File: src/design/csPkg.sv
// Control store types
package csPkg;

  // one slice is the part of a microword that fits on the IDB at once
  localparam int SLICE_WIDTH = 16;

  // a microword is built from four slices, slice 0 holds bits 15:0
  localparam int SLICES = 4;

  // default depth is 256 microwords
  localparam int ADDR_WIDTH_DEFAULT = 8;

  // one 16-bit piece of a microword
  typedef logic [SLICE_WIDTH-1:0] csSlice;

  // a whole microword, the control bits of one CPU step
  typedef logic [SLICES*SLICE_WIDTH-1:0] csWord;

  // one bit per slice, 1 selects the slice
  // this is the inverted form of the active-low slice enables on the bus
  typedef logic [SLICES-1:0] sliceMask;

endpackage
File: src/design/busPkg.sv
// IDB access types
package busPkg;

  // the internal data bus is one slice wide
  localparam int IDB_WIDTH = 16;

  // address field in a request is sized for the largest store
  // a smaller store uses only the low bits
  localparam int ACCESS_ADDR_WIDTH = 16;

  // one word on the IDB
  typedef logic [IDB_WIDTH-1:0] idbWord;

  // one host access as registered by the decoder
  // isWrite and isRead are never both set
  typedef struct packed {
    logic isWrite;
    logic isRead;
    csPkg::sliceMask mask;
    idbWord data;
    logic [ACCESS_ADDR_WIDTH-1:0] addr;
  } csAccess;

endpackage

File: src/design/csAccessDecode.sv
// IDB access decoder
`timescale 1ns/1ps

module csAccessDecode #(
  parameter int ADDR_WIDTH = csPkg::ADDR_WIDTH_DEFAULT
) (
  input  logic                    clk,
  input  logic                    rst,
  input  busPkg::idbWord          idbIn,
  input  logic [ADDR_WIDTH-1:0]   csAddr,
  input  logic                    wcsN,
  input  logic                    ecslN,
  input  logic [csPkg::SLICES-1:0] ewN,
  output busPkg::csAccess         hostReq
);

  // the slice enables arrive active low, the rest of the design works with a mask
  csPkg::sliceMask mask;
  logic            anySlice;
  busPkg::csAccess nextReq;

  assign mask     = ~ewN;
  assign anySlice = |mask;

  // classify the cycle from the strobes
  always_comb begin
    nextReq = '0;
    // a low write strobe means IDB to control store, the enable strobe is not needed
    nextReq.isWrite = !wcsN && anySlice;
    // with the write strobe high the direction is control store to IDB
    // and the enable strobe decides whether the data goes out at all
    nextReq.isRead = wcsN && !ecslN && anySlice;
    nextReq.mask   = mask;
    nextReq.data   = idbIn;
    // zero-extend the address into the full request field
    nextReq.addr[ADDR_WIDTH-1:0] = csAddr;
  end

  // one request per cycle, later stages never see the raw strobes
  always_ff @(posedge clk) begin
    hostReq.mask <= nextReq.mask;
    hostReq.data <= nextReq.data;
    hostReq.addr <= nextReq.addr;
    if (rst) begin
      hostReq.isWrite <= 1'b0;
      hostReq.isRead  <= 1'b0;
    end else begin
      hostReq.isWrite <= nextReq.isWrite;
      hostReq.isRead  <= nextReq.isRead;
    end
  end

endmodule

File: config.mk
export PLATFORM = sky130hd
export DESIGN_NAME = csAccessDecode
export DESIGN_NICKNAME = d
export VERILOG_FILES = /design/src/design/csPkg.sv /design/src/design/busPkg.sv /design/src/design/csAccessDecode.sv
export SDC_FILE = /design/constraint.sdc
export NUM_CORES = 1
export LEC_CHECK = 0
export BUFFER_PORTS_ARGS = -buffer_cell sky130_fd_sc_hd__clkbuf_2
export CELL_PAD_IN_SITES_DETAIL_PLACEMENT = 1
export CELL_PAD_IN_SITES_GLOBAL_PLACEMENT = 2
export CORE_UTILIZATION = 20
export CTS_CLUSTER_DIAMETER = 150
export DETAILED_ROUTE_END_ITERATION = 16
export PLACE_DENSITY = 0.9
export SYNTH_ARGS = -nofsm -noshare
export SYNTH_HDL_FRONTEND = slang
export SYNTH_SLANG_ARGS = --single-unit
File: constraint.sdc
create_clock -name clk -period 0.93 [get_ports clk]
set_input_delay 0.093 -clock clk [delete_from_list [all_inputs] [get_ports clk]]
set_output_delay 0.093 -clock clk [all_outputs]
set_load 0.03 [all_outputs]
==> metrics.md <==
| Metric | Value |
|---|---|
| Max incr delay on CP | 0.54 ns |
| Routed Antenna Nets | 0 |
| Sequential area share after synthesis | a little over four fifths |
| Clock Sinks | 30 |
| Vias per cell | 3.58 |
| CTS tree | done |
| FMAX | 1110 MHz |
| CORE AREA | 0.00336 mm^2 |
| Power Density | 1650 mW/mm^2 |
| Die H | 61.6 um |
| Post-place instance area | 0.00104 mm^2 |
| Ranking of synthesized cells by area | dfxtp_1, buf_4, inv_1 |
| Die width | 61.6 um |
| Cells after DPL | ~150 |
| VDD IR max | 0.735 mV |
| Area delta synth->final | 128% |
| Final setup viols | 0 |
| Antenna Cells | 0 |
| Total grt overflow | 0 |
| Global-route wire length before repair | 3130 um |
| Share of cells above drive strength 1 | about three fifths |
| Synth Register Bits | 30 |
| Yosys warns | 0 |
| Post-Syn Instances | 46 |
| Commonest non-fill, non-tap cells in the layout | dlygate4sd3_1, clkbuf_2, dfxtp_2 |
| 1st-iter DRT viols | 11 |
| Post-route clock period utilization | 96.7% |
| CP max stage cell | dlygate4sd3_1 |
| Area of the multi-input gates | between 60 and 70 um^2 |
| Synth cell types | 7 |
| Initial Util | 21.1% |
| H-tree depth | 2 |
| Pins Over Slew Limit | 0 |
| TritonCTS buffer count | 5 |
| All-Layer GR Usage | 12.6% |
| Netlist Area Pre-Place | 711 um^2 |
| Hpwl dp | about 1300 um |
| Leak | 0.788 nW |
| Top reg by flops | hostReq |
| Status | complete, no violations |
| Pre-antenna DRT Iters | 2 |
| CP Buf/Inv Count | 2 |
| CTS clk-pin slew, worst paths | around 0.09 ns |
| Fin crit period | 0.899 ns |
| Core Rows | 21 |
| Storage cell area | 621 um^2 |
| CTS Buffer Depth | 2 |
| Synth area leader | dfxtp_1 |
| Filler Cells Inserted | 389 |
| Crit Path Class | primary input to flop |
| Non-filler instance count after layout | 191 |
| Worst EP required | 1.16 ns |
| Average routed wire per standard cell | 12.2 um |
| # Max-Cap Violations | 0 |
| Io pins | 70 |
| Worst Setup End Kind | flop |
| Largest net degree at the start of global routing | 10 |
| Die area | ~0.0038 mm^2 |
| Worst-path maximum fanout | 2 |
| Crit-path cells | dlygate4sd3_1, clkbuf_2, and4_4, nor4b_2 |
| Worst hold path class | primary input to flop |
| Crit path launch type | primary input |
| Via count | 683 |
| Root buffer cell | clkbuf_4 |
| Top delay family on crit path | buffers and inverters |
| Post-Route WL | 2320 um |
| Number of flip-flops under the largest register name | 30 |
| Synth top area share | 84.5% |
| CP Data Arrival Time | approximately 1.1 ns |
| Port Buffers | 61 |
| RePlAce Congestion | between 0.6 and 0.7 |
| Placement Setup Slack | 0.276 ns |
| Final #Nets | ~180 |
| PnR worst setup slack | roughly 0.03 ns |
| Vias in the first global route | 760 |
| Synthesized area per cell | 15.4 um^2 |
| Total Power | between 2 and 3 mW |
| Drt drc | 0 |
| Final hold violations | 0 |
| Fin area | 0.00162 mm^2 |
| Initial antenna violation count | 0 |
| Biggest regs | hostReq (30) |
==> cell usage after synthesis (all sizes together) <==
master  number
and4         1
buf          8
nor3         1
inv          4
nor4b        1
dfxtp       30
conb         1
==> logic make-up (layout without fill, tap and decap cells) <==
logic type	Yosys count	in the layout	share of synthesized area, %
buf+inv	12	104	10.6
flops	30	30	84.5
other cells	1	8	0.528
simple gates	3	3	4.40
==> through the flow <==
stage	hold WS (ns)	TNS, ns	utilization (%)
2_1_floorplan	0.121	0	-
3_3_place_gp	0.195	0	30.9
3_5_place_dp	0.197	0	30.9
5_1_grt	0.399	-0.00879	48.2
4_1_cts	0.385	0	46.7
6_report	0.413	0	48.2
==> routing by layer <==
metal	wire [um]	share of wire (%)	track usage (%)	up-vias
li1	-	-	-	318
met1	628	27	7.71	310
met2	1470	63	28.4	51
met3	189	8.1	5.88	4
met4	34	1.5	4.76	0
met5	0	0	0	-
==> area by class of cell <==
| type | instances | area share [%] |
|---|---|---|
| clock inverters | 1 | 0.309 |
| multi-input cells | 11 | 3.78 |
| flip-flops and latches | 30 | 38.3 |
| inverters | 4 | 0.926 |
| well taps | 46 | 3.55 |
| repair buffers | 92 | 49.8 |
| clock buffers | 7 | 3.40 |
==> what timing repair did <==
item	CTS	global route
hold buffers	31	0
endpoints found under the setup margin	30	28
resized for setup	46	42
hold endpoints to repair	30	0
buffers inserted	0	0
cloned	0	0
==> final timing paths <==
kind,startpoint,end,cells past startpoint
worst min-delay path,idbIn[10],hostReq[26],2
worst max-delay path,ewN[3],hostReq[36],4
==> power breakdown <==
group / switching (mW) / leakage [nW] / internal, mW / total, mW
sequential: 0.0296 / 0.254 / 1.36 / 1.39
clock: 0.399 / 0.0353 / 0.366 / 0.764
combinational: 0.257 / 0.499 / 0.260 / 0.517
total: 0.686 / 0.788 / 1.99 / 2.67
No activity file was read; power rests on OpenSTA's default activity.
