File: config.mk
export PLATFORM = sky130hd
export DESIGN_NAME = csTransceiver
export DESIGN_NICKNAME = d
export VERILOG_FILES = /design/src/design/csPkg.sv /design/src/design/busPkg.sv /design/src/design/csTransceiver.sv
export SDC_FILE = /design/constraint.sdc
export NUM_CORES = 1
export LEC_CHECK = 0
export BUFFER_PORTS_ARGS = -buffer_cell sky130_fd_sc_hd__buf_2
export CAP_MARGIN = 30
export CORE_AREA = 3 3 79 81
export DETAILED_ROUTE_END_ITERATION = 10
export DIE_AREA = 0 0 82 84
export PLACE_DENSITY = 0.71
export SETUP_SLACK_MARGIN = 0.05
export SLEW_MARGIN = 20
export SYNTH_ARGS = -nofsm -noshare
export SYNTH_HDL_FRONTEND = slang
export SYNTH_SLANG_ARGS = --single-unit
File: constraint.sdc
create_clock -name clk -period 1.1 [get_ports clk]
set_input_delay 0.055 -clock clk [delete_from_list [all_inputs] [get_ports clk]]
set_output_delay 0.055 -clock clk [all_outputs]
set_load 0.03 [all_outputs]
File: src/design/csPkg.sv
// Control store types
package csPkg;

  // one slice is the part of a microword that fits on the IDB at once
  localparam int SLICE_WIDTH = 16;

  // a microword is built from four slices, slice 0 holds bits 15:0
  localparam int SLICES = 4;

  // default depth is 256 microwords
  localparam int ADDR_WIDTH_DEFAULT = 8;

  // one 16-bit piece of a microword
  typedef logic [SLICE_WIDTH-1:0] csSlice;

  // a whole microword, the control bits of one CPU step
  typedef logic [SLICES*SLICE_WIDTH-1:0] csWord;

  // one bit per slice, 1 selects the slice
  // this is the inverted form of the active-low slice enables on the bus
  typedef logic [SLICES-1:0] sliceMask;

endpackage
File: src/design/busPkg.sv
// IDB access types
package busPkg;

  // the internal data bus is one slice wide
  localparam int IDB_WIDTH = 16;

  // address field in a request is sized for the largest store
  // a smaller store uses only the low bits
  localparam int ACCESS_ADDR_WIDTH = 16;

  // one word on the IDB
  typedef logic [IDB_WIDTH-1:0] idbWord;

  // one host access as registered by the decoder
  // isWrite and isRead are never both set
  typedef struct packed {
    logic isWrite;
    logic isRead;
    csPkg::sliceMask mask;
    idbWord data;
    logic [ACCESS_ADDR_WIDTH-1:0] addr;
  } csAccess;

endpackage

File: src/design/csTransceiver.sv
// Control store slice transceiver
`timescale 1ns/1ps

module csTransceiver #(
  parameter int ADDR_WIDTH = csPkg::ADDR_WIDTH_DEFAULT
) (
  input  logic                  clk,
  input  logic                  rst,
  input  busPkg::csAccess       hostReq,
  output logic [ADDR_WIDTH-1:0] memAddr,
  output csPkg::sliceMask       memWrMask,
  output csPkg::csWord          memWrData,
  input  csPkg::csWord          memRdData,
  output busPkg::idbWord        idbOut,
  output logic                  idbValid
);

  // read request delayed to line up with the registered memory data
  logic            rdPending;
  csPkg::sliceMask rdMask;
  csPkg::csSlice   readSlice;

  // only the low address bits reach the memory
  assign memAddr = hostReq.addr[ADDR_WIDTH-1:0];

  // the IDB word is copied to every slice position
  // and the mask picks which of them are actually stored
  assign memWrData = {csPkg::SLICES{hostReq.data}};
  assign memWrMask = hostReq.isWrite ? hostReq.mask : '0;

  // the memory answers one cycle after the request
  always_ff @(posedge clk) begin
    rdMask <= hostReq.mask;
    if (rst) begin
      rdPending <= 1'b0;
    end else begin
      rdPending <= hostReq.isRead;
    end
  end

  // pick one slice of the returned word
  // later slices overwrite earlier ones so the highest enabled slice wins
  always_comb begin
    readSlice = '0;
    for (int i = 0; i < csPkg::SLICES; i++) begin
      if (rdMask[i]) begin
        readSlice = memRdData[i*csPkg::SLICE_WIDTH +: csPkg::SLICE_WIDTH];
      end
    end
  end

  // the bus is driven only in the valid cycle and is zero otherwise
  always_ff @(posedge clk) begin
    if (rst) begin
      idbValid <= 1'b0;
      idbOut   <= '0;
    end else begin
      idbValid <= rdPending;
      idbOut   <= rdPending ? readSlice : '0;
    end
  end

endmodule

==> flow_summary.html <==
<table>
<tr><th>Metric</th><th>Value</th></tr>
<tr><th colspan="2">Synth</th></tr>
<tr><td>Synth unique cells</td><td>23</td></tr>
<tr><td>Synthesis-stage register bit count</td><td>22</td></tr>
<tr><td>Cells taking the most area after synthesis</td><td>buf_4, dfxtp_1, o41ai_2</td></tr>
<tr><td>Combined area of all synthesized cells</td><td>1680 um^2</td></tr>
<tr><td>Cell count after synthesis</td><td>182</td></tr>
<tr><td>Post-synthesis cell type with the largest combined area</td><td>buf_4</td></tr>
<tr><td>Share of the yosys chip area belonging to registers</td><td>0.263</td></tr>
<tr><td>Post-Syn Nets</td><td>286</td></tr>
<tr><td>Share of Yosys cell area claimed by the top area cell type</td><td>0.332</td></tr>
<tr><td>Yosys warns</td><td>0</td></tr>
<tr><td>Mean post-synth cell area</td><td>9.21 um^2</td></tr>
<tr><th colspan="2">Cells and area</th></tr>
<tr><td>Number of nets in the layout</td><td>323</td></tr>
<tr><td>Fill cells</td><td>559</td></tr>
<tr><td>Area Growth Syn to Fin</td><td>30.5%</td></tr>
<tr><td>Layout cells sized above 1</td><td>0.687</td></tr>
<tr><td>Final cell count without fillers</td><td>289</td></tr>
<tr><td>Ant. Diodes</td><td>0</td></tr>
<tr><th colspan="2">STA</th></tr>
<tr><td>Number of max-slew violations in the final report</td><td>0</td></tr>
<tr><td>Maximum clock rate</td><td>866 MHz</td></tr>
<tr><td>Worst slew margin relative to its limit</td><td>0.808</td></tr>
<tr><td>Final hold violation count</td><td>0</td></tr>
<tr><td>Time the worst path needs with I/O delays and setup</td><td>1.16 ns</td></tr>
<tr><td>Count of final setup violators</td><td>11</td></tr>
<tr><td>Setup Skew</td><td>0.00327 ns</td></tr>
<tr><td>Fraction of the cycle the final worst path needs</td><td>1.05</td></tr>
<tr><td>WHS</td><td>0.0109 ns</td></tr>
<tr><td>Setup repair after global routing missed its margin</td><td>true</td></tr>
<tr><td>Transition at the pin with the smallest max-transition slack</td><td>0.287 ns</td></tr>
<tr><td>Final setup slack of the worst path</td><td>-0.0551 ns</td></tr>
<tr><th colspan="2">Placement</th></tr>
<tr><td>Total half-perimeter wirelength after legalization and detailed placement</td><td>3590 um</td></tr>
<tr><td>Count of input and output buffers</td><td>92</td></tr>
<tr><td>Post-placement cell count</td><td>273</td></tr>
<tr><td>Gp weighted congestion</td><td>0.695</td></tr>
<tr><th colspan="2">Clock network</th></tr>
<tr><td>CTS H-tree depth</td><td>1</td></tr>
<tr><td>Clock root buffer</td><td>clkbuf_8</td></tr>
<tr><td>Clock tree from TritonCTS</td><td>yes</td></tr>
<tr><td>Number of buffers created by CTS</td><td>3</td></tr>
<tr><td>Clock latency on the worst-skew pair</td><td>0.26 ns</td></tr>
<tr><td># clock sinks</td><td>22</td></tr>
<tr><td>Clk pin slew, worst setup/hold paths</td><td>0.08 ns</td></tr>
<tr><td>Clock tree buffer depth</td><td>2</td></tr>
<tr><th colspan="2">Floorplanning</th></tr>
<tr><td>Initial Utilization</td><td>0.302</td></tr>
<tr><td>Core Footprint</td><td>5540 um^2</td></tr>
<tr><td>Horiz. Die Dim</td><td>82 um</td></tr>
<tr><td>I/O pin total</td><td>197</td></tr>
<tr><td>Die area</td><td>6890 um^2</td></tr>
<tr><td>Number of placement rows</td><td>27</td></tr>
<tr><td>Die boundary height</td><td>84 um</td></tr>
<tr><th colspan="2">Worst setup path</th></tr>
<tr><td>Crit path launch type</td><td>register</td></tr>
<tr><td>Data arrival at the endpoint of the critical path</td><td>1.30 ns</td></tr>
<tr><td>Launch instance of the worst register-to-register path</td><td>rdMask[0]</td></tr>
<tr><td>Worst Setup Path Type</td><td>reg -&gt; reg</td></tr>
<tr><td>Critical path peak fanout</td><td>4</td></tr>
<tr><td>Data required time at the worst endpoint</td><td>1.25 ns</td></tr>
<tr><td>Kind of end point of the critical path</td><td>register</td></tr>
<tr><td>Launch point of the worst path</td><td>rdMask[0]</td></tr>
<tr><th colspan="2">Min path</th></tr>
<tr><td>Hold Startpoint</td><td>hostReq[36]</td></tr>
<tr><td>Class of the most critical hold timing path</td><td>in -&gt; reg</td></tr>
<tr><th colspan="2">Power and ir drop</th></tr>
<tr><td>Leakage power total</td><td>1.02 nW</td></tr>
<tr><td>Net switching power figure</td><td>0.000564 W</td></tr>
<tr><td>IR Drop Worst-Case VDD</td><td>421 uV</td></tr>
<tr><td>Clock network power share</td><td>0.250</td></tr>
<tr><td>Switching power as a share of total power</td><td>0.290</td></tr>
<tr><td>Power Density</td><td>888 nW/um^2</td></tr>
<tr><td>Gate power share</td><td>0.316</td></tr>
<tr><td>Internal</td><td>0.00138 W</td></tr>
<tr><td>Sequential fraction of design power</td><td>0.434</td></tr>
<tr><th colspan="2">Flow run</th></tr>
<tr><td>Maxcap violations</td><td>0</td></tr>
<tr><th colspan="2">Global route</th></tr>
<tr><td>Pin count of the biggest net entering global routing</td><td>23</td></tr>
<tr><td>Via count of the first global-routing pass</td><td>1390</td></tr>
<tr><td>Overflow after GRT</td><td>0</td></tr>
<tr><td>First-pass GRT wire length</td><td>6780 um</td></tr>
<tr><td>Number of antenna violations at the first check in global routing</td><td>0</td></tr>
<tr><td>Combined global-route utilization of all metal layers</td><td>0.127</td></tr>
<tr><th colspan="2">Routing</th></tr>
<tr><td>WL final</td><td>4840 um</td></tr>
<tr><td>Pre-Repair DR Iteration Count</td><td>4</td></tr>
<tr><td>Average routed wire per standard cell</td><td>16.7 um</td></tr>
<tr><td>Total number of vias</td><td>1372</td></tr>
<tr><td># DRC</td><td>0</td></tr>
<tr><td>Via-to-Cell Ratio</td><td>4.75</td></tr>
<tr><td>Routed Antenna Nets</td><td>0</td></tr>
<tr><td>Iter 0 DRT Violations</td><td>29</td></tr>
<tr><th colspan="2">Outcome</th></tr>
<tr><td>Failing checks</td><td>negative setup slack</td></tr>
<tr><td>Run status</td><td>finished, violations left</td></tr>
</table>
-- through the flow --
stage / total power, W / util / setup TNS, ns / setup WS, ns / area, um^2
floorplan: 0.00160 / - / 0 / 0.0187 / 1750
global placement: 0.00133 / 0.322 / -0.188 / -0.0649 / 1780
detailed placement: 0.00133 / 0.322 / -0.478 / -0.0808 / 1780
CTS: 0.00188 / 0.351 / -0.0691 / -0.0200 / 1940
global route: 0.00206 / 0.395 / -0.988 / -0.104 / 2190
finish: 0.00194 / 0.395 / -0.324 / -0.0551 / 2190
-- critical path, stage by stage, from the launching register on --
cell       delay (ns)
dfxtp_2          0.32
nor2b_4          0.13
buf_12           0.12
clkbuf_16        0.15
a221oi_4         0.24
o41ai_2          0.08
-- cell usage in the layout (no fill, tap or decap) --
| master | instances |
|---|---|
| buf_12 | 5 |
| o41ai_2 | 13 |
| o41ai_1 | 1 |
| a221oi_2 | 2 |
| buf_8 | 1 |
| nand2_1 | 2 |
| dfxtp_2 | 1 |
| nor3_1 | 2 |
| a32o_1 | 2 |
| a221oi_1 | 2 |
| nand3_1 | 14 |
| nor2b_4 | 3 |
| clkinv_2 | 1 |
| buf_2 | 92 |
| dlygate4sd3_1 | 5 |
| clkinv_4 | 1 |
| buf_6 | 5 |
| a221oi_4 | 10 |
| and2_1 | 4 |
| clkbuf_16 | 1 |
| dfxtp_4 | 2 |
| o21ai_1 | 2 |
| clkbuf_8 | 3 |
| dfxtp_1 | 19 |
| buf_4 | 6 |
| nor2b_1 | 15 |
| nand2b_4 | 1 |
| a21oi_2 | 2 |
-- power by group through the flow --
stage	registers [W]	logic, W	clock network (W)
finish	0.000843	0.000613	0.000485
floorplan	0.000902	0.000700	0
CTS	0.000843	0.000506	0.000535
detailed placement	0.000861	0.000471	0
global route	0.000848	0.000660	0.000548
global placement	0.000860	0.000469	0
-- repair_timing --
action | in CTS | in global routing
endpoints found under the hold margin | 5 | 0
pin swaps | 4 | 9
hold buffers | 5 | 0
setup buffers | 2 | 5
endpoints found under the setup margin | 16 | 15
resized for setup | 14 | 26
gates cloned | 1 | 1
-- cells by family (layout without fill, tap and decap cells) --
logic type | count (synthesis) | after routing | synth area share
buffers and inverters | 85 | 120 | 0.376
DFF | 22 | 22 | 0.263
and+or+nand+nor | 41 | 41 | 0.143
AOI/OAI and AO/OA | 34 | 34 | 0.219
-- final timing paths --
check	to	slack (ns)	depth (start not counted)
worst max-delay path	idbOut[4]	-0.06	5
worst min-delay path	rdPending	0.01	2
worst max register to register	idbOut[4]	-0.06	5
worst min register to register	idbValid	0.64	2
-- metal layers --
| layer | GRT usage | share of wire | wire (um) | vias to the layer above |
|---|---|---|---|---|
| li1 | - | - | - | 643 |
| met5 | 0 | 0 | 0 | - |
| met2 | 0.230 | 0.51 | 2450 | 96 |
| met3 | 0.0562 | 0.15 | 711 | 10 |
| met4 | 0.0529 | 0.017 | 82 | 0 |
| met1 | 0.121 | 0.33 | 1600 | 623 |
-- Yosys cell counts, drive strengths merged --
cell     n
buf     81
and2     4
dfxtp   22
nor2b   18
nand2    2
clkinv   1
nand2b   1
a221oi  14
a21oi    2
clkbuf   3
nand3   14
a32o     2
o41ai   14
nor3     2
o21ai    2
-- flip-flops by register name, summed over array words and instances (netlist names) --
register and flops:
idbOut 16, rdMask 4, idbValid 1, rdPending 1
-- cell type report --
class / instances / area, um^2 / share of cell area
well taps: 72 / 90.1 / 0.0412
multi-input cells: 75 / 840 / 0.384
repair buffers: 115 / 752 / 0.344
flip-flops and latches: 22 / 449 / 0.205
inverters: 1 / 8.76 / 0.00401
repair inverters: 1 / 5.00 / 0.00229
clock buffers: 3 / 41.3 / 0.0189
(Power assumes the default switching activity.)
