File: src/design/csPkg.sv
// Control store types
package csPkg;

  // one slice is the part of a microword that fits on the IDB at once
  localparam int SLICE_WIDTH = 16;

  // a microword is built from four slices, slice 0 holds bits 15:0
  localparam int SLICES = 4;

  // default depth is 256 microwords
  localparam int ADDR_WIDTH_DEFAULT = 8;

  // one 16-bit piece of a microword
  typedef logic [SLICE_WIDTH-1:0] csSlice;

  // a whole microword, the control bits of one CPU step
  typedef logic [SLICES*SLICE_WIDTH-1:0] csWord;

  // one bit per slice, 1 selects the slice
  // this is the inverted form of the active-low slice enables on the bus
  typedef logic [SLICES-1:0] sliceMask;

endpackage
File: src/design/microInstrReg.sv
// Microinstruction register
`timescale 1ns/1ps

module microInstrReg (
  input  logic         clk,
  input  logic         rst,
  input  logic         fetchPending,
  input  csPkg::csWord fetchRdData,
  output csPkg::csWord csBits,
  output logic         csBitsValid
);

  // the control bits stay put between fetches so the CPU sees a stable word
  // an all-zero microword is a no-op, which is the safe value after reset
  always_ff @(posedge clk) begin
    if (rst) begin
      csBits      <= '0;
      csBitsValid <= 1'b0;
    end else begin
      // valid is high only in the cycle after a new word was taken
      csBitsValid <= fetchPending;
      if (fetchPending) begin
        csBits <= fetchRdData;
      end
    end
  end

endmodule

File: config.mk
export PLATFORM = sky130hd
export DESIGN_NAME = microInstrReg
export DESIGN_NICKNAME = d
export VERILOG_FILES = /design/src/design/csPkg.sv /design/src/design/microInstrReg.sv
export SDC_FILE = /design/constraint.sdc
export NUM_CORES = 1
export LEC_CHECK = 0
export ABC_AREA = 1
export BUFFER_PORTS_ARGS = -buffer_cell sky130_fd_sc_hd__clkbuf_2
export CAP_MARGIN = 30
export CORE_UTILIZATION = 45
export CTS_CLUSTER_DIAMETER = 80
export DETAILED_ROUTE_END_ITERATION = 8
export PLACE_DENSITY = 0.82
export SLEW_MARGIN = 10
export SYNTH_ARGS = -nofsm -noshare
export SYNTH_HDL_FRONTEND = slang
export SYNTH_SLANG_ARGS = --single-unit
File: constraint.sdc
create_clock -name clk -period 1 [get_ports clk]
set_input_delay 0.2 -clock clk [delete_from_list [all_inputs] [get_ports clk]]
set_output_delay 0.2 -clock clk [all_outputs]
set_load 0.005 [all_outputs]
==> parameters.txt, run 1 <==
Parameter                              Value

Pwr
  VDD IR max ... 0.8482 mV
  Sequential share of power ... 0.511
  Switch Pwr ... 1.379 mW
  Total power ... 5.675 mW
  Pint ... 4.295 mW
  Clock Power Share ... 0.340
  Power per cell area ... 1544 mW/mm^2
  Comb power frac ... 0.149
  P_leak ... 2.236 nW
  Fraction of power spent switching nets ... 0.2431

Worst setup path
  CP max stage cell ... sky130_fd_sc_hd__dfxtp_2
  Critical Path Fanout Max ... 2
  Kind of critical path ... reg2out
  Arrival time reported for the critical path endpoint ... 0.76 ns
  Critical Path End Type ... output pin
  Crit start category ... flip-flop
  Worst r2r path cells ... 3
  Worst Path Buf+Inv ... 1
  Delay of the slowest cell on the worst path ... 0.33 ns
  Setup slack on the worst flop-to-flop path ... 0.34 ns
  Reg-to-reg startpoint ... csBits[59]
  Worst-path cell chain ... clkbuf_2
  Endpoint of the worst-slack reg-to-reg timing path ... csBits[59]
  Worst path required time ... 0.80 ns
  Category of cells accounting for the largest share of critical-path delay ... flip-flops

Cells and area
  Share of cells above drive strength 1 ... 0.3948
  Area growth syn-to-layout ... 38.87%
  Leading cell type in the layout, fill and taps excluded ... sky130_fd_sc_hd__nor2_1
  Summed area of non-filler cells in the final layout ... 0.003675 mm^2
  Top library cells by usage in the layout, fill and taps aside ... sky130_fd_sc_hd__nor2_1 (129), sky130_fd_sc_hd__nand2_1 (128), sky130_fd_sc_hd__clkbuf_2 (123)
  Fin util ... 0.6593
  Number of antenna repair diodes ... 0
  Number of nets in the final layout ... 607

STA
  Worst setup margin ... 0.03747 ns
  Worst clock skew ... 0 ns
  Slew at the pin with the worst max-slew slack ... 0.1692 ns
  Endpoints failing setup ... 0
  Final max-slew violation count ... 0
  Fin crit period ... 0.9625 ns
  Fin crit share ... 0.9625
  Final Hold Fails ... 0
  Unrepaired setup endpoints after global routing ... true
  Setup TNS ... 0 ns
  Worst rel slew slack ... 0.8872
  Highest attainable clock frequency ... 1039 MHz

Clocking
  CTS sink cnt ... 65
  Clock transition at the registers of the reported paths ... 0.06 ns
  Number of buffers between clock root and the deepest sink ... 2
  Total clock buffers created by CTS ... 9
  Clock tree root buffer cell ... sky130_fd_sc_hd__clkbuf_8
  Worst-skew pair later-pin latency ... 0.32 ns
  TritonCTS clock tree ... done
  Deepest level of the CTS H-tree ... 3

Route
  Drt initial violations ... 65
  Routed wire length per instance ... 9.280 um
  Total Routed Length ... 5.698 mm
  ANT nets after route ... 0
  First drt pass iteration count ... 4
  Drt via density ... 4.200
  Total number of vias ... 2,579
  Post-route DRC ... 0

Min path
  Hold WC Path Type ... in2reg
  Startpoint of the lowest-slack hold path ... rst
  Number of instances on the worst hold path ... 2
  Hold Path End ... csBitsValid

Logic synthesis
  Post-Syn Area per Cell ... 6.486 um^2
  Instance count of the mapped netlist ... 408
  Netlist Area Pre-Place ... 0.002646 mm^2
  FF+latch count, synth ... 65
  Unique masters post-synth ... 7
  Share of the yosys chip area belonging to registers ... 0.4917
  Number of nets in the synthesized netlist ... 475
  Count of synthesis-stage warnings from yosys ... 0

Floorplan
  Starting density of the core ... 0.4747
  Y dimension of the die ... 78.69 um
  Placeable core region ... 0.005574 mm^2
  Die area ... 0.006191 mm^2
  Chip Width ... 78.69 um
  Top-level port count ... 132
  Number of rows created at floorplan ... 27

Place
  Port Buffer Count ... 131
  Placed standard-cell area ... 0.003390 mm^2
  Placement-stage worst setup slack ... 0.1176 ns
  Placer congestion estimate ... 0.7471
  Dpl hpwl ... 4.110 mm

Global route
  Initial antenna violation count ... 0
  Via count of the first global-routing pass ... 2,277
  GRT Overall Usage ... 0.1946
  Largest net degree at the start of global routing ... 43
  Remaining global-route overflow ... 0
  First-pass GRT wire length ... 9.411 mm

Job
  Max_cap viols ... 0

Run status
  Result of the run ... completed
[power by group through the flow]
| stage | clock (mW) | combinational, mW | sequential, mW |
|---|---|---|---|
| 3_3_place_gp | 0 | 0.814 | 2.91 |
| 6_report | 1.93 | 0.846 | 2.90 |
| 4_1_cts | 2.00 | 0.837 | 2.87 |
| 3_5_place_dp | 0 | 0.834 | 2.92 |
| 5_1_grt | 2.12 | 0.975 | 2.92 |
| 2_1_floorplan | 0 | 0.425 | 2.93 |
[cell type report]
class	count	area (um^2)
Clock buffer	13	168.9
Inverter	66	247.7
Timing Repair Buffer	141	827.0
Multi-Input combinational cell	257	964.7
Sequential cell	65	1376
Fill cell	511	1899
Tap cell	72	90.09
[kinds of logic (layout without fill, tap and decap cells)]
logic type | Yosys count | count (layout) | synth area share
buf+inv | 86 | 220 | 0.1437
simple gates | 257 | 257 | 0.3645
flops | 65 | 65 | 0.4917
[worst max-delay path by stage]
| stage | startpoint | end | cells past startpoint | slack (ns) |
|---|---|---|---|---|
| 2_1_floorplan | fetchPending | csBits[10] | 4 | 0.26 |
| 3_3_place_gp | fetchPending | csBits[38] | 5 | 0.14 |
| 3_5_place_dp | fetchPending | csBits[39] | 5 | 0.12 |
| 4_1_cts | csBits[19] | csBits[19] | 1 | 0.0002 |
| 5_1_grt | csBits[10] | csBits[10] | 1 | -0.02 |
| 6_report | csBits[10] | csBits[10] | 1 | 0.04 |
[metal layers]
layer	share of wire	GRT usage	vias to the layer above	wire [um]
li1	-	-	1410	-
met1	0.44	0.2146	1081	2511
met2	0.48	0.3409	77	2746
met3	0.058	0.05000	11	329
met4	0.019	0.1019	0	111
met5	0	0	-	0
[state kept, by name, indices dropped and copies added, names as in the netlist]
| name | count |
|---|---|
| csBitsValid | 1 |
| csBits | 64 |
[cell usage after synthesis]
| master | number | share of area |
|---|---|---|
| sky130_fd_sc_hd__nor2_1 | 129 | 0.18 |
| sky130_fd_sc_hd__nand2_1 | 128 | 0.18 |
| sky130_fd_sc_hd__dfxtp_1 | 65 | 0.49 |
| sky130_fd_sc_hd__inv_1 | 65 | 0.092 |
| sky130_fd_sc_hd__buf_4 | 13 | 0.037 |
| sky130_fd_sc_hd__buf_2 | 7 | 0.013 |
| sky130_fd_sc_hd__inv_2 | 1 | 0.0014 |
[per-stage QoR]
stage / hold WS, ns / std cells
2_1_floorplan: 0.2713 / 408
3_3_place_gp: 0.3909 / 598
3_5_place_dp: 0.3880 / 598
4_1_cts: 0.04315 / 611
5_1_grt: 0.04131 / 614
6_report: 0.05670 / 614
[repair_timing]
item / 4_1_cts / 5_1_grt
setup buffers: 0 / 3
gates resized for setup: 6 / 63
endpoints found under the setup margin: 6 / 58
pin swaps: 0 / 0
endpoints found under the hold margin: 0 / 0
hold buffers: 0 / 0
No activity file was read; power rests on OpenSTA's default activity.
==> run 2, diff against run 1 <==
--- a/config.mk
+++ b/config.mk
@@ -12,6 +12,7 @@
 export CTS_CLUSTER_DIAMETER = 80
 export DETAILED_ROUTE_END_ITERATION = 8
 export PLACE_DENSITY = 0.82
+export RECOVER_POWER = 100
 export SLEW_MARGIN = 10
 export SYNTH_ARGS = -nofsm -noshare
 export SYNTH_HDL_FRONTEND = slang
==> constraint.sdc (replaced) <==
create_clock -name clk -period 1.1 [get_ports clk]
set_input_delay 0.22 -clock clk [delete_from_list [all_inputs] [get_ports clk]]
set_output_delay 0.22 -clock clk [all_outputs]
set_load 0.005 [all_outputs]
==> run 2 against run 1 <==
Clock power grew 12%; count of clock-buffer cells in the layout shrank 1; non-clock buffer count shrank 4; clock skew is the same; core utilization shrank 3.1 points; critical endpoint is now csBits[44].
==> parameters.txt, run 2 (synthesis results as in run 1) <==
Parameter                              Value

Clocking
  Number of hold buffers added after cts ... 0 (unchanged)
  CTS sink cnt ... 65 (unchanged)
  TritonCTS clock tree ... done
  Clock tree root buffer cell ... sky130_fd_sc_hd__clkbuf_8
  Number of setup buffers added after CTS ... 0 (unchanged)
  Deepest level of the CTS H-tree ... 3 (unchanged)
  Total clock buffers created by CTS ... 9 (unchanged)
  Clock transition at the registers of the reported paths ... 0.07 ns (about the same)
  Count of instances resized after the clock tree is built ... 0 (-6)
  Worst-skew pair later-pin latency ... 0.32 ns (about the same)
  Number of buffers between clock root and the deepest sink ... 2 (unchanged)

STA
  Unrepaired setup endpoints after global routing ... false
  Worst rel slew slack ... 0.6141 (-0.2731)
  Fin crit period ... 1.017 ns
  Fin crit share ... 0.9250
  Endpoints failing setup ... 0 (unchanged)
  Highest attainable clock frequency ... 982.8 MHz
  Worst clock skew ... 0 ns (unchanged)
  Setup TNS ... 0 ns (unchanged)
  Final max-slew violation count ... 0 (unchanged)
  Final Hold Fails ... 0 (unchanged)
  Worst hold slack ... 0.07271 ns (+0.01601 ns)
  Slew at the pin with the worst max-slew slack ... 0.5789 ns (+0.4097 ns)

Cells and area
  Summed area of non-filler cells in the final layout ... 0.003501 mm^2 (-4.7%)
  Area of the multi-input gates ... 964.7 um^2 (unchanged)
  Largest regs ... csBits: 64 flops, csBitsValid: 1 flops
  Top library cells by usage in the layout, fill and taps aside ... sky130_fd_sc_hd__nor2_1 (129), sky130_fd_sc_hd__nand2_1 (128), sky130_fd_sc_hd__clkbuf_2 (102)
  Max reg flops ... 64 (unchanged)
  Number of antenna repair diodes ... 0 (unchanged)
  Share of cells above drive strength 1 ... 0.2241 (-0.1708)
  Area growth syn-to-layout ... 32.29%
  Number of nets in the final layout ... 603 (-0.66%)
  Final cell count without fillers ... 612 (-0.33%)
  Leading cell type in the layout, fill and taps excluded ... sky130_fd_sc_hd__nor2_1
  Register area ... 0.001301 mm^2 (-5.5%)
  Filler cell count ... 532 (+4.1%)
  Register ranked first by flip-flop count ... csBits

Worst setup path
  CP max stage cell ... sky130_fd_sc_hd__dfxtp_1
  Category of cells accounting for the largest share of critical-path delay ... flip-flops
  Levels on crit path ... 1 (unchanged)
  Crit start category ... flip-flop
  Worst r2r path cells ... 2 (-1)
  Worst-path cell chain ... clkbuf_2
  Delay of the slowest cell on the worst path ... 0.35 ns (+0.02 ns)
  Worst path required time ... 0.88 ns (+0.08 ns)
  Arrival time reported for the critical path endpoint ... 0.80 ns (+0.04 ns)
  Worst Path Buf+Inv ... 1 (unchanged)
  Critical Path Fanout Max ... 2 (unchanged)
  Critical Path End Type ... output pin
  Kind of critical path ... reg2out

Route
  First drt pass iteration count ... 4 (unchanged)
  Routed wire length per instance ... 9.268 um (-0.13%)
  Total number of vias ... 2,607 (+1.1%)
  ANT nets after route ... 0 (unchanged)
  Total Routed Length ... 5.672 mm (-0.46%)
  Drt via density ... 4.260 (+1.4%)
  Drt initial violations ... 101 (+55%)
  Post-route DRC ... 0 (unchanged)

Pwr
  Power per cell area ... 1562 mW/mm^2 (+1.2%)
  P_leak ... 2.098 nW (-6.2%)
  VDD IR max ... 1.015 mV (+20%)
  Total power ... 5.469 mW (-3.6%)

Floorplan
  Chip Width ... 78.69 um (unchanged)
  Starting density of the core ... 0.4747 (unchanged)
  Y dimension of the die ... 78.69 um (unchanged)
  Top-level port count ... 132 (unchanged)
  Number of rows created at floorplan ... 27 (unchanged)
  Die area ... 0.006191 mm^2 (unchanged)
  Placeable core region ... 0.005574 mm^2 (unchanged)

Global route
  Remaining global-route overflow ... 0 (unchanged)
  Via count of the first global-routing pass ... 2,246 (-1.4%)
  Met3 capacity usage during global routing ... 0.03721 (-0.01279)
  Largest net degree at the start of global routing ... 57 (+33%)
  Met2 Resource Use GR ... 0.3252 (-0.01565)
  First-pass GRT wire length ... 9.225 mm (-2.0%)
  GRT Overall Usage ... 0.1893 (-0.005293)
  Global-route track usage on met1 ... 0.2158 (+0.001137)
  Initial antenna violation count ... 0 (unchanged)
  Global route hottest layer ... met2

Place
  Port Buffer Count ... 131 (unchanged)
  Placer congestion estimate ... 0.7602 (+1.8%)
  Dpl hpwl ... 4.135 mm (+0.60%)
  Placed cells ... 597 (-0.17%)
  Placed standard-cell area ... 0.003369 mm^2 (-0.59%)

Min path
  Number of instances on the worst hold path ... 2 (unchanged)
  Hold WC Path Type ... in2reg

Job
  Max_cap viols ... 0 (unchanged)

Run status
  Result of the run ... completed
## run 2: cell count changes in the layout (fill, tap and decap cells not counted), moves of 2 or more
cell,delta
sky130_fd_sc_hd__clkbuf_1,+30
sky130_fd_sc_hd__buf_4,-3
sky130_fd_sc_hd__clkbuf_2,-21
sky130_fd_sc_hd__buf_6,-3
sky130_fd_sc_hd__clkbuf_8,-2
sky130_fd_sc_hd__dfxtp_1,+60
sky130_fd_sc_hd__buf_2,-3
sky130_fd_sc_hd__buf_12,-4
sky130_fd_sc_hd__dfxtp_2,-60
sky130_fd_sc_hd__bufinv_16,+2
## run 2: routing by layer
layer  up-vias  wire length (um)  share of wire
met1      1113              2538           0.45
met3        13               316          0.056
met5         -                 0              0
met2        83              2665           0.47
li1       1398                 -              -
met4         0               153          0.027
## run 2: final timing paths
check / startpoint / end / slack (ns)
max: csBits[44] / csBits[44] / 0.08
min: rst / csBitsValid / 0.07
max reg2reg: csBits[11] / csBits[11] / 0.53
min reg2reg: csBits[57] / csBits[57] / 0.47
## run 2: stage by stage
stage                     setup WS [ns]  utilization
after floorplan                  0.3361            -
after global placement           0.1876       0.6045
after detailed placement         0.1496       0.6045
after CTS                       0.06473       0.6422
after global routing            0.02447       0.6281
final                           0.08253       0.6281
## run 2: area by class of cell
type,count,area share
multi-input cells,257,0.2756
repair buffers,137,0.1962
flip-flops and latches,65,0.3717
clock buffers,12,0.04146
inverters,66,0.07076
clock inverters,3,0.01858
well taps,72,0.02573
## run 2: power by group
group	switching, mW	total (mW)	internal (mW)
clock	0.835	2.16	1.32
combinational	0.379	0.706	0.328
sequential	0.0830	2.60	2.52
total	1.30	5.47	4.17
